--- src/include/rs_div_cfg.svh ---
`ifndef RS_DIV_CFG_SVH
`define RS_DIV_CFG_SVH

// station geometry
`define RS_DEPTH   16
`define RS_IDX_W   4
`define RS_WINDOW  16    // entries scanned from head

// operand and instruction fields
`define TAG_W      8
`define PC_W       32
`define OP_W       4

// result buses alu, mul, div and mem
`define WAKE_SRCS  4

`endif

--- src/rs_div_pkg.sv ---
`include "rs_div_cfg.svh"

package rs_div_pkg;

    typedef logic [`TAG_W-1:0] phys_tag_t;

    typedef struct packed {
        logic [`PC_W-1:0] pc;
        phys_tag_t        rd;
        logic [`OP_W-1:0] aluop;
        phys_tag_t        src1;
        phys_tag_t        src2;
    } rs_op_t;            // 60 bits

    typedef struct packed {
        rs_op_t op;
        logic   rdy1;
        logic   rdy2;
    } rs_entry_t;

    typedef rs_op_t rs_issue_t;    // what the divider receives

    // true when any valid result bus carries tag
    function automatic logic wake_hit(
        input logic [`WAKE_SRCS-1:0]      vld,
        input phys_tag_t [`WAKE_SRCS-1:0] tags,
        input phys_tag_t                  tag
    );
        logic hit;
        hit = 1'b0;
        for (int s = 0; s < `WAKE_SRCS; s++) begin
            if (vld[s] && tags[s] == tag) begin
                hit = 1'b1;
            end
        end
        return hit;
    endfunction

endpackage

--- src/rs_div_if.sv ---
`include "rs_div_cfg.svh"

// result tag broadcast
interface wake_if import rs_div_pkg::*; ();
    logic [`WAKE_SRCS-1:0]      valid;    // one-cycle pulses
    phys_tag_t [`WAKE_SRCS-1:0] tag;

    modport src (
        output valid, tag
    );
    modport snoop (
        input valid, tag
    );
endinterface

// dispatch stage to entry array
interface alloc_if import rs_div_pkg::*; ();
    logic      valid;
    rs_entry_t entry;
    logic      full;

    modport stage (
        output valid, entry,
        input  full
    );
    modport array (
        input  valid, entry,
        output full
    );
endinterface

// entry array to issue select
interface sel_if import rs_div_pkg::*; ();
    logic [`RS_IDX_W-1:0]       head;
    logic [`RS_DEPTH-1:0]       ready;      // occupied, not issued, both sources ready
    rs_entry_t [`RS_DEPTH-1:0]  entries;
    logic                       issue_go;
    logic [`RS_IDX_W-1:0]       issue_idx;

    modport array (
        output head, ready, entries,
        input  issue_go, issue_idx
    );
    modport select (
        input  head, ready, entries,
        output issue_go, issue_idx
    );
endinterface

--- src/rs_dispatch_stage.sv ---
module rs_dispatch_stage import rs_div_pkg::*; (
    input  logic      clk,
    input  logic      arst_n,
    input  logic      flush,
    input  logic      in_valid,
    input  rs_entry_t in_entry,
    wake_if.snoop     wake,
    alloc_if.stage    alloc
);

    logic      valid_q;
    rs_entry_t entry_q;
    logic      hit1;
    logic      hit2;

    // broadcast in the dispatch cycle
    assign hit1 = wake_hit(wake.valid, wake.tag, in_entry.op.src1);
    assign hit2 = wake_hit(wake.valid, wake.tag, in_entry.op.src2);

    always_ff @(posedge clk or negedge arst_n) begin
        if (!arst_n) begin
            valid_q <= 1'b0;
        end else if (flush) begin
            valid_q <= 1'b0;
        end else begin
            valid_q <= in_valid && !alloc.full;    // dispatch while full is dropped
        end
    end

    always_ff @(posedge clk) begin
        if (in_valid) begin
            entry_q.op   <= in_entry.op;
            entry_q.rdy1 <= in_entry.rdy1 | hit1;
            entry_q.rdy2 <= in_entry.rdy2 | hit2;
        end
    end

    assign alloc.valid = valid_q;
    assign alloc.entry = entry_q;

endmodule

--- src/rs_div_top.sv ---
`include "rs_div_cfg.svh"

module rs_div_top import rs_div_pkg::*; (
    input  logic             clk,
    input  logic             arst_n,
    input  logic             flush,
    input  logic             dispatch_valid,
    input  logic [`PC_W-1:0] dispatch_pc,
    input  logic [`TAG_W-1:0] dispatch_rd,
    input  logic [`OP_W-1:0] dispatch_aluop,
    input  logic [`TAG_W-1:0] dispatch_src1,
    input  logic [`TAG_W-1:0] dispatch_src2,
    input  logic             dispatch_rdy1,
    input  logic             dispatch_rdy2,
    input  logic             alu_valid,
    input  logic [`TAG_W-1:0] alu_tag,
    input  logic             mul_valid,
    input  logic [`TAG_W-1:0] mul_tag,
    input  logic             div_valid,
    input  logic [`TAG_W-1:0] div_tag,
    input  logic             mem_read,
    input  logic [`TAG_W-1:0] mem_tag,
    output logic             rs_full,
    output logic             issue_valid,
    output logic [`PC_W-1:0] issue_pc,
    output logic [`TAG_W-1:0] issue_rd,
    output logic [`OP_W-1:0] issue_aluop,
    output logic [`TAG_W-1:0] issue_src1,
    output logic [`TAG_W-1:0] issue_src2
);

    wake_if  wake ();
    alloc_if alloc ();
    sel_if   sel ();

    rs_entry_t in_entry;
    rs_issue_t issue;

    assign wake.valid = {mem_read, div_valid, mul_valid, alu_valid};
    assign wake.tag   = {mem_tag, div_tag, mul_tag, alu_tag};    // mem only counts with mem_read

    assign in_entry.op.pc    = dispatch_pc;
    assign in_entry.op.rd    = dispatch_rd;
    assign in_entry.op.aluop = dispatch_aluop;
    assign in_entry.op.src1  = dispatch_src1;
    assign in_entry.op.src2  = dispatch_src2;
    assign in_entry.rdy1     = dispatch_rdy1;
    assign in_entry.rdy2     = dispatch_rdy2;

    rs_dispatch_stage i_rs_dispatch_stage (
        .clk      (clk),
        .arst_n   (arst_n),
        .flush    (flush),
        .in_valid (dispatch_valid),
        .in_entry (in_entry),
        .wake     (wake.snoop),
        .alloc    (alloc.stage)
    );

    rs_entry_array i_rs_entry_array (
        .clk    (clk),
        .arst_n (arst_n),
        .flush  (flush),
        .wake   (wake.snoop),
        .alloc  (alloc.array),
        .sel    (sel.array)
    );

    rs_issue_select i_rs_issue_select (
        .clk         (clk),
        .arst_n      (arst_n),
        .flush       (flush),
        .sel         (sel.select),
        .issue_valid (issue_valid),
        .issue       (issue)
    );

    assign rs_full     = alloc.full;
    assign issue_pc    = issue.pc;
    assign issue_rd    = issue.rd;
    assign issue_aluop = issue.aluop;
    assign issue_src1  = issue.src1;
    assign issue_src2  = issue.src2;

endmodule

--- src/rs_entry_array.sv ---
`include "rs_div_cfg.svh"

module rs_entry_array import rs_div_pkg::*; (
    input  logic   clk,
    input  logic   arst_n,
    input  logic   flush,
    wake_if.snoop  wake,
    alloc_if.array alloc,
    sel_if.array   sel
);

    rs_entry_t [`RS_DEPTH-1:0] entries;
    logic [`RS_DEPTH-1:0]      occ;
    logic [`RS_DEPTH-1:0]      iss;
    logic [`RS_IDX_W-1:0]      head;
    logic [`RS_IDX_W-1:0]      tail;
    logic [`RS_IDX_W:0]        count;
    logic [`RS_IDX_W:0]        count_nxt;
    logic                      full;
    logic                      write;
    logic                      retire;
    rs_entry_t                 wr_entry;

    assign full   = (count == `RS_DEPTH);
    assign write  = alloc.valid && !full;
    assign retire = occ[head] && iss[head];    // issued entry at head leaves

    // a broadcast in the allocation cycle still counts
    always_comb begin
        wr_entry      = alloc.entry;
        wr_entry.rdy1 = alloc.entry.rdy1 | wake_hit(wake.valid, wake.tag, alloc.entry.op.src1);
        wr_entry.rdy2 = alloc.entry.rdy2 | wake_hit(wake.valid, wake.tag, alloc.entry.op.src2);
    end

    always_comb begin
        count_nxt = count;
        if (write) begin
            count_nxt = count_nxt + 1'b1;
        end
        if (retire) begin
            count_nxt = count_nxt - 1'b1;
        end
    end

    // payload and ready bits
    always_ff @(posedge clk) begin
        for (int i = 0; i < `RS_DEPTH; i++) begin
            if (write && tail == i[`RS_IDX_W-1:0]) begin
                entries[i] <= wr_entry;
            end else begin
                if (wake_hit(wake.valid, wake.tag, entries[i].op.src1)) begin
                    entries[i].rdy1 <= 1'b1;
                end
                if (wake_hit(wake.valid, wake.tag, entries[i].op.src2)) begin
                    entries[i].rdy2 <= 1'b1;
                end
            end
        end
    end

    always_ff @(posedge clk or negedge arst_n) begin
        if (!arst_n) begin
            occ   <= '0;
            iss   <= '0;
            head  <= '0;
            tail  <= '0;
            count <= '0;
        end else if (flush) begin
            occ   <= '0;
            iss   <= '0;
            head  <= '0;
            tail  <= '0;
            count <= '0;
        end else begin
            if (write) begin
                occ[tail] <= 1'b1;
                iss[tail] <= 1'b0;
                tail      <= tail + 1'b1;
            end
            if (sel.issue_go) begin
                iss[sel.issue_idx] <= 1'b1;
            end
            if (retire) begin
                occ[head] <= 1'b0;
                head      <= head + 1'b1;
            end
            count <= count_nxt;
        end
    end

    always_comb begin
        for (int i = 0; i < `RS_DEPTH; i++) begin
            sel.ready[i] = occ[i] && !iss[i] && entries[i].rdy1 && entries[i].rdy2;
        end
    end

    assign sel.head    = head;
    assign sel.entries = entries;
    assign alloc.full  = full;

endmodule

--- src/rs_issue_select.sv ---
`include "rs_div_cfg.svh"

module rs_issue_select import rs_div_pkg::*; (
    input  logic      clk,
    input  logic      arst_n,
    input  logic      flush,
    sel_if.select     sel,
    output logic      issue_valid,
    output rs_issue_t issue
);

    logic                 pick_vld;
    logic [`RS_IDX_W-1:0] pick_idx;

    // oldest ready entry scanning forward from head
    always_comb begin
        logic [`RS_IDX_W-1:0] idx;
        pick_vld = 1'b0;
        pick_idx = sel.head;
        for (int k = 0; k < `RS_WINDOW; k++) begin
            idx = sel.head + k[`RS_IDX_W-1:0];    // wraps at depth
            if (!pick_vld && sel.ready[idx]) begin
                pick_vld = 1'b1;
                pick_idx = idx;
            end
        end
    end

    assign sel.issue_go  = pick_vld;
    assign sel.issue_idx = pick_idx;

    always_ff @(posedge clk or negedge arst_n) begin
        if (!arst_n) begin
            issue_valid <= 1'b0;
        end else if (flush) begin
            issue_valid <= 1'b0;
        end else begin
            issue_valid <= pick_vld;
        end
    end

    // operands to the divider
    always_ff @(posedge clk) begin
        if (pick_vld) begin
            issue <= sel.entries[pick_idx].op;
        end
    end

endmodule
--- config.mk ---
export PLATFORM = sky130hd
export DESIGN_NAME = rs_div_top
export DESIGN_NICKNAME = d
export VERILOG_FILES = /design/src/rs_div_pkg.sv /design/src/rs_div_if.sv /design/src/rs_dispatch_stage.sv /design/src/rs_div_top.sv /design/src/rs_entry_array.sv /design/src/rs_issue_select.sv
export VERILOG_INCLUDE_DIRS = /design/src /design/src/include
export SDC_FILE = /design/constraint.sdc
export NUM_CORES = 2
export LEC_CHECK = 0
export BUFFER_PORTS_ARGS = -buffer_cell sky130_fd_sc_hd__buf_2
export CORE_MARGIN = 2
export CORE_UTILIZATION = 45
export DETAILED_ROUTE_END_ITERATION = 8
export PLACE_DENSITY = 0.62
export SLEW_MARGIN = 20
export SYNTH_ARGS = -nofsm -noshare
export SYNTH_HDL_FRONTEND = slang
export SYNTH_SLANG_ARGS = --single-unit
--- constraint.sdc ---
create_clock -name clk -period 15.4 [get_ports clk]
set_input_delay 1.54 -clock clk [delete_from_list [all_inputs] [get_ports clk]]
set_output_delay 1.54 -clock clk [all_outputs]
set_load 0.01 [all_outputs]
# [Word-level counts from Yosys, hierarchy flattened]
# Index checks and enable logic that the tools add are counted.
[word_totals] ff_bits=1161 in_bits=102 out_inout_bits=62 word_cells=952
[op_classes] add_sub_neg=18 magnitude_cmp=21 eq_ne=160 muxes=316 bitwise=10 n_reduce_logical=296
[ops] cell="equality test 8 bit" count=144
[ops] cell="binary-select mux 62 bit (select 4 bit)" count=1
[ops] cell="2-to-1 mux 1 bit" count=247
[ops] cell="logical AND 1 bit" count=229
[ops] cell="2-to-1 mux 16 bit" count=8
[ops] cell="less-than comparator 4 x 5 -> 1 bit, second input constant" count=18
[ops] cell="2-to-1 mux 4 bit" count=19
[ops] cell="binary-select mux 1 bit (select 4 bit)" count=18
[ops] cell="nonzero test 2 bit" count=34
[ops] cell="2-to-1 mux 62 bit" count=1
[ops] cell="adder 4 bit, second input constant" count=8
[ops] cell="AND 16 bit" count=2
[ops] cell="equality test 4 bit, second input constant" count=8
[ops] cell="logical NOT 1 bit" count=32
[ops] cell="2-to-1 mux 2 bit" count=16
[ops] cell="NOT 16 bit" count=2
[ops] cell="bitwise OR 16 bit" count=2
[ops] cell="adder 4 x 3 -> 4 bit, second input constant" count=4
[ops] cell="equality test 4 x 3 -> 1 bit, second input constant" count=4
[ops] cell="2-to-1 mux 5 bit" count=3
[ops] cell="demux 1 bit (select 4 bit)" count=3
[ops] cell=">= comparator 4 x 1 -> 1 bit, second input constant" count=3
[ops] cell="adder 4 x 1 -> 4 bit, second input constant" count=2
[ops] cell="adder 4 x 2 -> 4 bit, second input constant" count=2
[ops] cell="other kinds (7)" count=11

# [Depth between registers and ports, before layout]
[depth] ltp_word=59 ltp_mapped=21 ltp_nobuf=14

# [By module]
# A second synthesis with hierarchy kept.
[hier_totals] cells_unflattened=4850 hier_area_um2=62043.3
[by_module_without_submodules] module="rs_entry_array" instances=1 cells_each=3120 area_per_inst_um2=46019.1 seq_area_each_um2=30914.6
[by_module_without_submodules] module="rs_issue_select" instances=1 cells_each=1570 area_per_inst_um2=13361.6 seq_area_each_um2=1826.8
[by_module_without_submodules] module="rs_dispatch_stage" instances=1 cells_each=160 area_per_inst_um2=2662.6 seq_area_each_um2=1886.8

# [Worst setup path before layout]
# No wires, ideal clock.
[synth_timing] kind="reg-to-reg" from="register i_rs_entry_array.head[1], in the netlist i_rs_entry_array.sel.head[1]" to="register i_rs_entry_array.iss[6]" setup_ns=0.078 arrival_time_ns=5.013 setup_slack_ns=10.309 path_stages_with_launch=14 path_buffers=2 synth_period_minus_slack_ns=5.091 cell_sequence="dfrtp_1 -> inv_2 -> clkbuf_1 -> ha_1 -> clkbuf_1 -> xor2_1 -> mux4_2 -> and3_1 -> nand3_2 -> or3_1 -> nand2_1 -> nor2b_1 -> nand3_1 -> a21oi_1"
[synth_via] elab_chain_len=55 word_cells_on_any_way=116
[synth_lines] element="start: declaration" line="rs_entry_array.sv:15" rtl="logic [`RS_IDX_W-1:0] head;"
[synth_lines] element="start signal: assignment" line="rs_entry_array.sv:85" rtl="head <= head + 1'b1;"
[synth_lines] element="parallel branches: the longest is 53 deep, another holds adder 4 x 1 -> 4 bit"
[synth_lines] element="2-to-1 mux 16 bit (*)" line="rs_entry_array.sv:80" rtl="if (sel.issue_go) begin"
[synth_lines] element="2-to-1 mux 16 bit (*)" line="rs_entry_array.sv:68" rtl="end else if (flush) begin"
[synth_lines] element="end signal: assignment" line="rs_entry_array.sv:70" rtl="iss <= '0;"
[synth_lines] element="end signal: indexed assignment" line="rs_entry_array.sv:77" rtl="iss[tail] <= 1'b0;"
[synth_lines] element="end signal: indexed assignment" line="rs_entry_array.sv:81" rtl="iss[sel.issue_idx] <= 1'b1;"
[synth_lines] element="end: declaration" line="rs_entry_array.sv:14" rtl="logic [`RS_DEPTH-1:0] iss;"
# Mark *: on every way between the ends. The select of a mux whose other input is x is not followed.
# A chain may end at the register's enable or synchronous reset.

# [Worst setup path after layout]
[layout_timing] from="register i_rs_entry_array.head[1], in the netlist i_rs_entry_array.sel.head[1]" to="register i_rs_issue_select.issue[33] (netlist name)"
[layout_via] elab_chain_len=50 word_cells_on_any_way=109
[layout_lines] element="parallel branches: the longest is 47 deep, another holds adder 4 x 1 -> 4 bit"
[layout_lines] element="2-to-1 mux 4 bit (*)" line="rs_issue_select.sv:22" rtl="if (!pick_vld && sel.ready[idx]) begin"
[layout_lines] element="binary-select mux 62 bit (select 4 bit) (*)" line="rs_issue_select.sv:45" rtl="issue <= sel.entries[pick_idx].op;"
[layout_lines] element="2-to-1 mux 62 bit (not written as such) (*)" line="rs_issue_select.sv:45"
# Marks and branches as above.

==> flow_summary.json <==
{
  "drc": 0,
  "cts_resized": 0,
  "hold_class": "reg2reg",
  "fp.dieW_microns": 372,
  "syn_area_per_cell_sq_um": 12.5,
  "clock-sinks": 1161,
  "setup_viol": 0,
  "port_buffers": 163,
  "ant_nets": 0,
  "yosysUniqueCellTypes": 77,
  "drtIter0Drc": 5265,
  "final_common_cell": "edfxtp_1",
  "dp_worst_setup_slack_ns": 7.73,
  "slew_violations": 0,
  "end_kind": "flip-flop",
  "ys.flop_type": "edfxtp_1",
  "dp_hpwl_microns": 116000,
  "num_rows": 135,
  "layout.nets": 4825,
  "period_minus_slack_ns": 7.73,
  "grt_max_degree": 85,
  "grt_pass1_wl_microns": 290000,
  "cp_data_required_time_ns": 15.87,
  "critPathKind": "reg2reg",
  "powerDensity_nw_per_um2": 109,
  "setup_ws_ns": 7.67,
  "cts_setup_buffers": 0,
  "relSlewSlack": 0.252,
  "synthArstFlopShare": 0.0405,
  "grt_pass1_vias": 40000,
  "post-route-period-util": 0.502,
  "status": "completed",
  "synth_fp_nets": 5010,
  "synth_edf_count": 1114,
  "worstMarginPinSlew_ns": 1.12,
  "rsz0062_at_grt": "no",
  "fill_cells": 11600,
  "fin_util": 0.493,
  "hold_violations": 0,
  "die_area_sq_um": 139000,
  "numCtsBuffers": 118,
  "antenna_found_initial": 2,
  "clock_latency_ns": 0.78,
  "cts_tree": "yes",
  "multi_input_area_sq_um": 24000,
  "startpoint_type": "flip-flop",
  "viasPerCell": 6.27,
  "critical_path.max_fanout": 53,
  "vias": 41300,
  "hold_buffers": 0,
  "area_growth_pct": 8.94,
  "finalSetupTns_ns": 0,
  "netlist_area_sq_um": 61000,
  "layout_common_cells": "edfxtp_1, xor2_1, xnor2_1",
  "p_leak_nw": 23.1,
  "clk_pin_slew_ns": 0.06,
  "synth-seq-cells": 1161,
  "avgRoutedWirePerCell_microns": 30.8,
  "finalWirelength_microns": 203000,
  "seq_area_frac_synth": 0.567,
  "grt-ovfl-total": 0,
  "io_pins": 164,
  "cts.htree.levels": 3,
  "firstDrtPassIters": 6,
  "cts-root-buf": "clkbuf_16",
  "grt_use_total": 0.290,
  "seq_area_sq_um": 34600,
  "peakVddDrop_mv": 0.106,
  "cts_buffer_depth": 3,
  "ys_warn_count": 0,
  "core_area_sq_um": 135000,
  "synth_cells": 4888,
  "initial_core_util": 0.452,
  "drv_cap": 0,
  "drive_gt1_frac": 0.118,
  "worstPathArrival_ns": 8.20,
  "skew_ns": 0.0608,
  "die_y_microns": 372,
  "gp_congestion": 0.959,
  "fmax_ghz": 0.129
}
==> worst paths after layout <==
kind | slack [ns] | from | end | cells after the start
worst max-delay path | 7.67 | i_rs_entry_array.sel.head[1] | i_rs_issue_select.issue[33] | 17
worst min-delay path | 0.56 | i_rs_entry_array.iss[3] | i_rs_entry_array.iss[3] | 2
worst max register to register | 7.67 | i_rs_entry_array.sel.head[1] | i_rs_issue_select.issue[33] | 17
worst min register to register | 0.56 | i_rs_entry_array.iss[3] | i_rs_entry_array.iss[3] | 2
max in group asynchronous | 13.98 | arst_n | i_rs_entry_array.iss[8] | 2
min in group asynchronous | 0.92 | arst_n | i_rs_entry_array.count[4] | 2
==> per-layer routing <==
metal,GRT usage,up-vias,wire length (microns)
met5,0,-,19
met4,0.138,2,10200
met3,0.0447,524,19000
met2,0.454,2461,92800
met1,0.396,20800,80800
li1,-,17500,-
==> through the flow <==
stage | hold WS, ns | total power [mW] | std cells | area [sq um]
floorplan | 0.517 | 4.11 | 4888 | 61000
global placement | 0.549 | 4.39 | 6361 | 62600
detailed placement | 0.531 | 4.40 | 6362 | 62600
CTS | 0.557 | 7.23 | 6583 | 66400
global route | 0.582 | 7.41 | 6585 | 66500
finish | 0.561 | 7.21 | 6586 | 66500
==> critical path, cell delays in order, from the launching register on <==
cell and delay, ns:
dfrtp_1 0.32, buf_4 0.38, inv_2 0.29, ha_1 0.75, inv_1 0.33, mux4_2 0.42
mux2i_1 0.33, a211o_1 0.48, nor3_2 0.18, and4_1 0.26, a211oi_2 0.63, xnor2_4 0.21
buf_4 0.58, buf_4 0.62, buf_4 0.78, mux4_2 0.61, o22ai_1 0.15, a211oi_1 0.08
==> area by class of cell <==
| cell class | count | area share |
|---|---|---|
| flip-flops and latches | 1161 | 0.521 |
| multi-input cells | 3132 | 0.362 |
| clock buffers | 150 | 0.0462 |
| well taps | 1781 | 0.0335 |
| repair buffers | 261 | 0.0241 |
| clock inverters | 71 | 0.0115 |
| inverters | 29 | 0.00224 |
| diodes | 1 | 0.0000376 |
==> state kept, by name (all words and copies together) (netlist names) <==
signal and cells:
i_rs_entry_array.tail 4, i_rs_issue_select.issue_valid 1, i_rs_entry_array.count 5, i_rs_entry_array.sel.head 4
i_rs_entry_array.iss 16, i_rs_entry_array.occ 16, i_rs_issue_select.issue 60, i_rs_entry_array.sel.entries 992
i_rs_dispatch_stage.alloc.valid 1, i_rs_dispatch_stage.alloc.entry 62
==> cell usage after synthesis (26+ instances only) <==
cell type / n / area [sq um]
xnor2_1: 342 / 3000
buf_2: 50 / 250
a31oi_1: 54 / 338
xor2_1: 833 / 7300
buf_1: 179 / 672
dfrtp_1: 47 / 1180
inv_1: 26 / 97.6
nor4_1: 200 / 1250
nand3_1: 102 / 510
and3_1: 69 / 432
clkbuf_2: 35 / 175
mux2i_1: 185 / 1850
nand2_1: 223 / 837
a211oi_1: 82 / 616
a22oi_1: 64 / 480
clkbuf_1: 275 / 1030
o22ai_1: 76 / 475
a21oi_1: 163 / 816
nor2_1: 237 / 890
a2111oi_0: 63 / 552
nor3_1: 60 / 300
mux4_2: 91 / 2050
nand4_1: 101 / 632
edfxtp_1: 1114 / 33500
==> cell families after synthesis <==
| family | share of synthesized area |
|---|---|
| AO/OA/AOI/OAI | 0.0641 |
| XOR/XNOR | 0.169 |
| adder cells (fa/ha/maj) | 0.00410 |
| buffers and inverters | 0.0402 |
| flip-flops | 0.567 |
| multiplexers | 0.0639 |
| AND/OR/NAND/NOR | 0.0910 |
==> where the power goes <==
group          leakage (nW)  internal, mW  switching (mW)  total, mW
clock                  1.84          1.60            1.26       2.86
sequential             10.6          3.55          0.0776       3.63
combinational          10.6         0.236           0.490      0.726
Power figures use the tool's default switching activity.
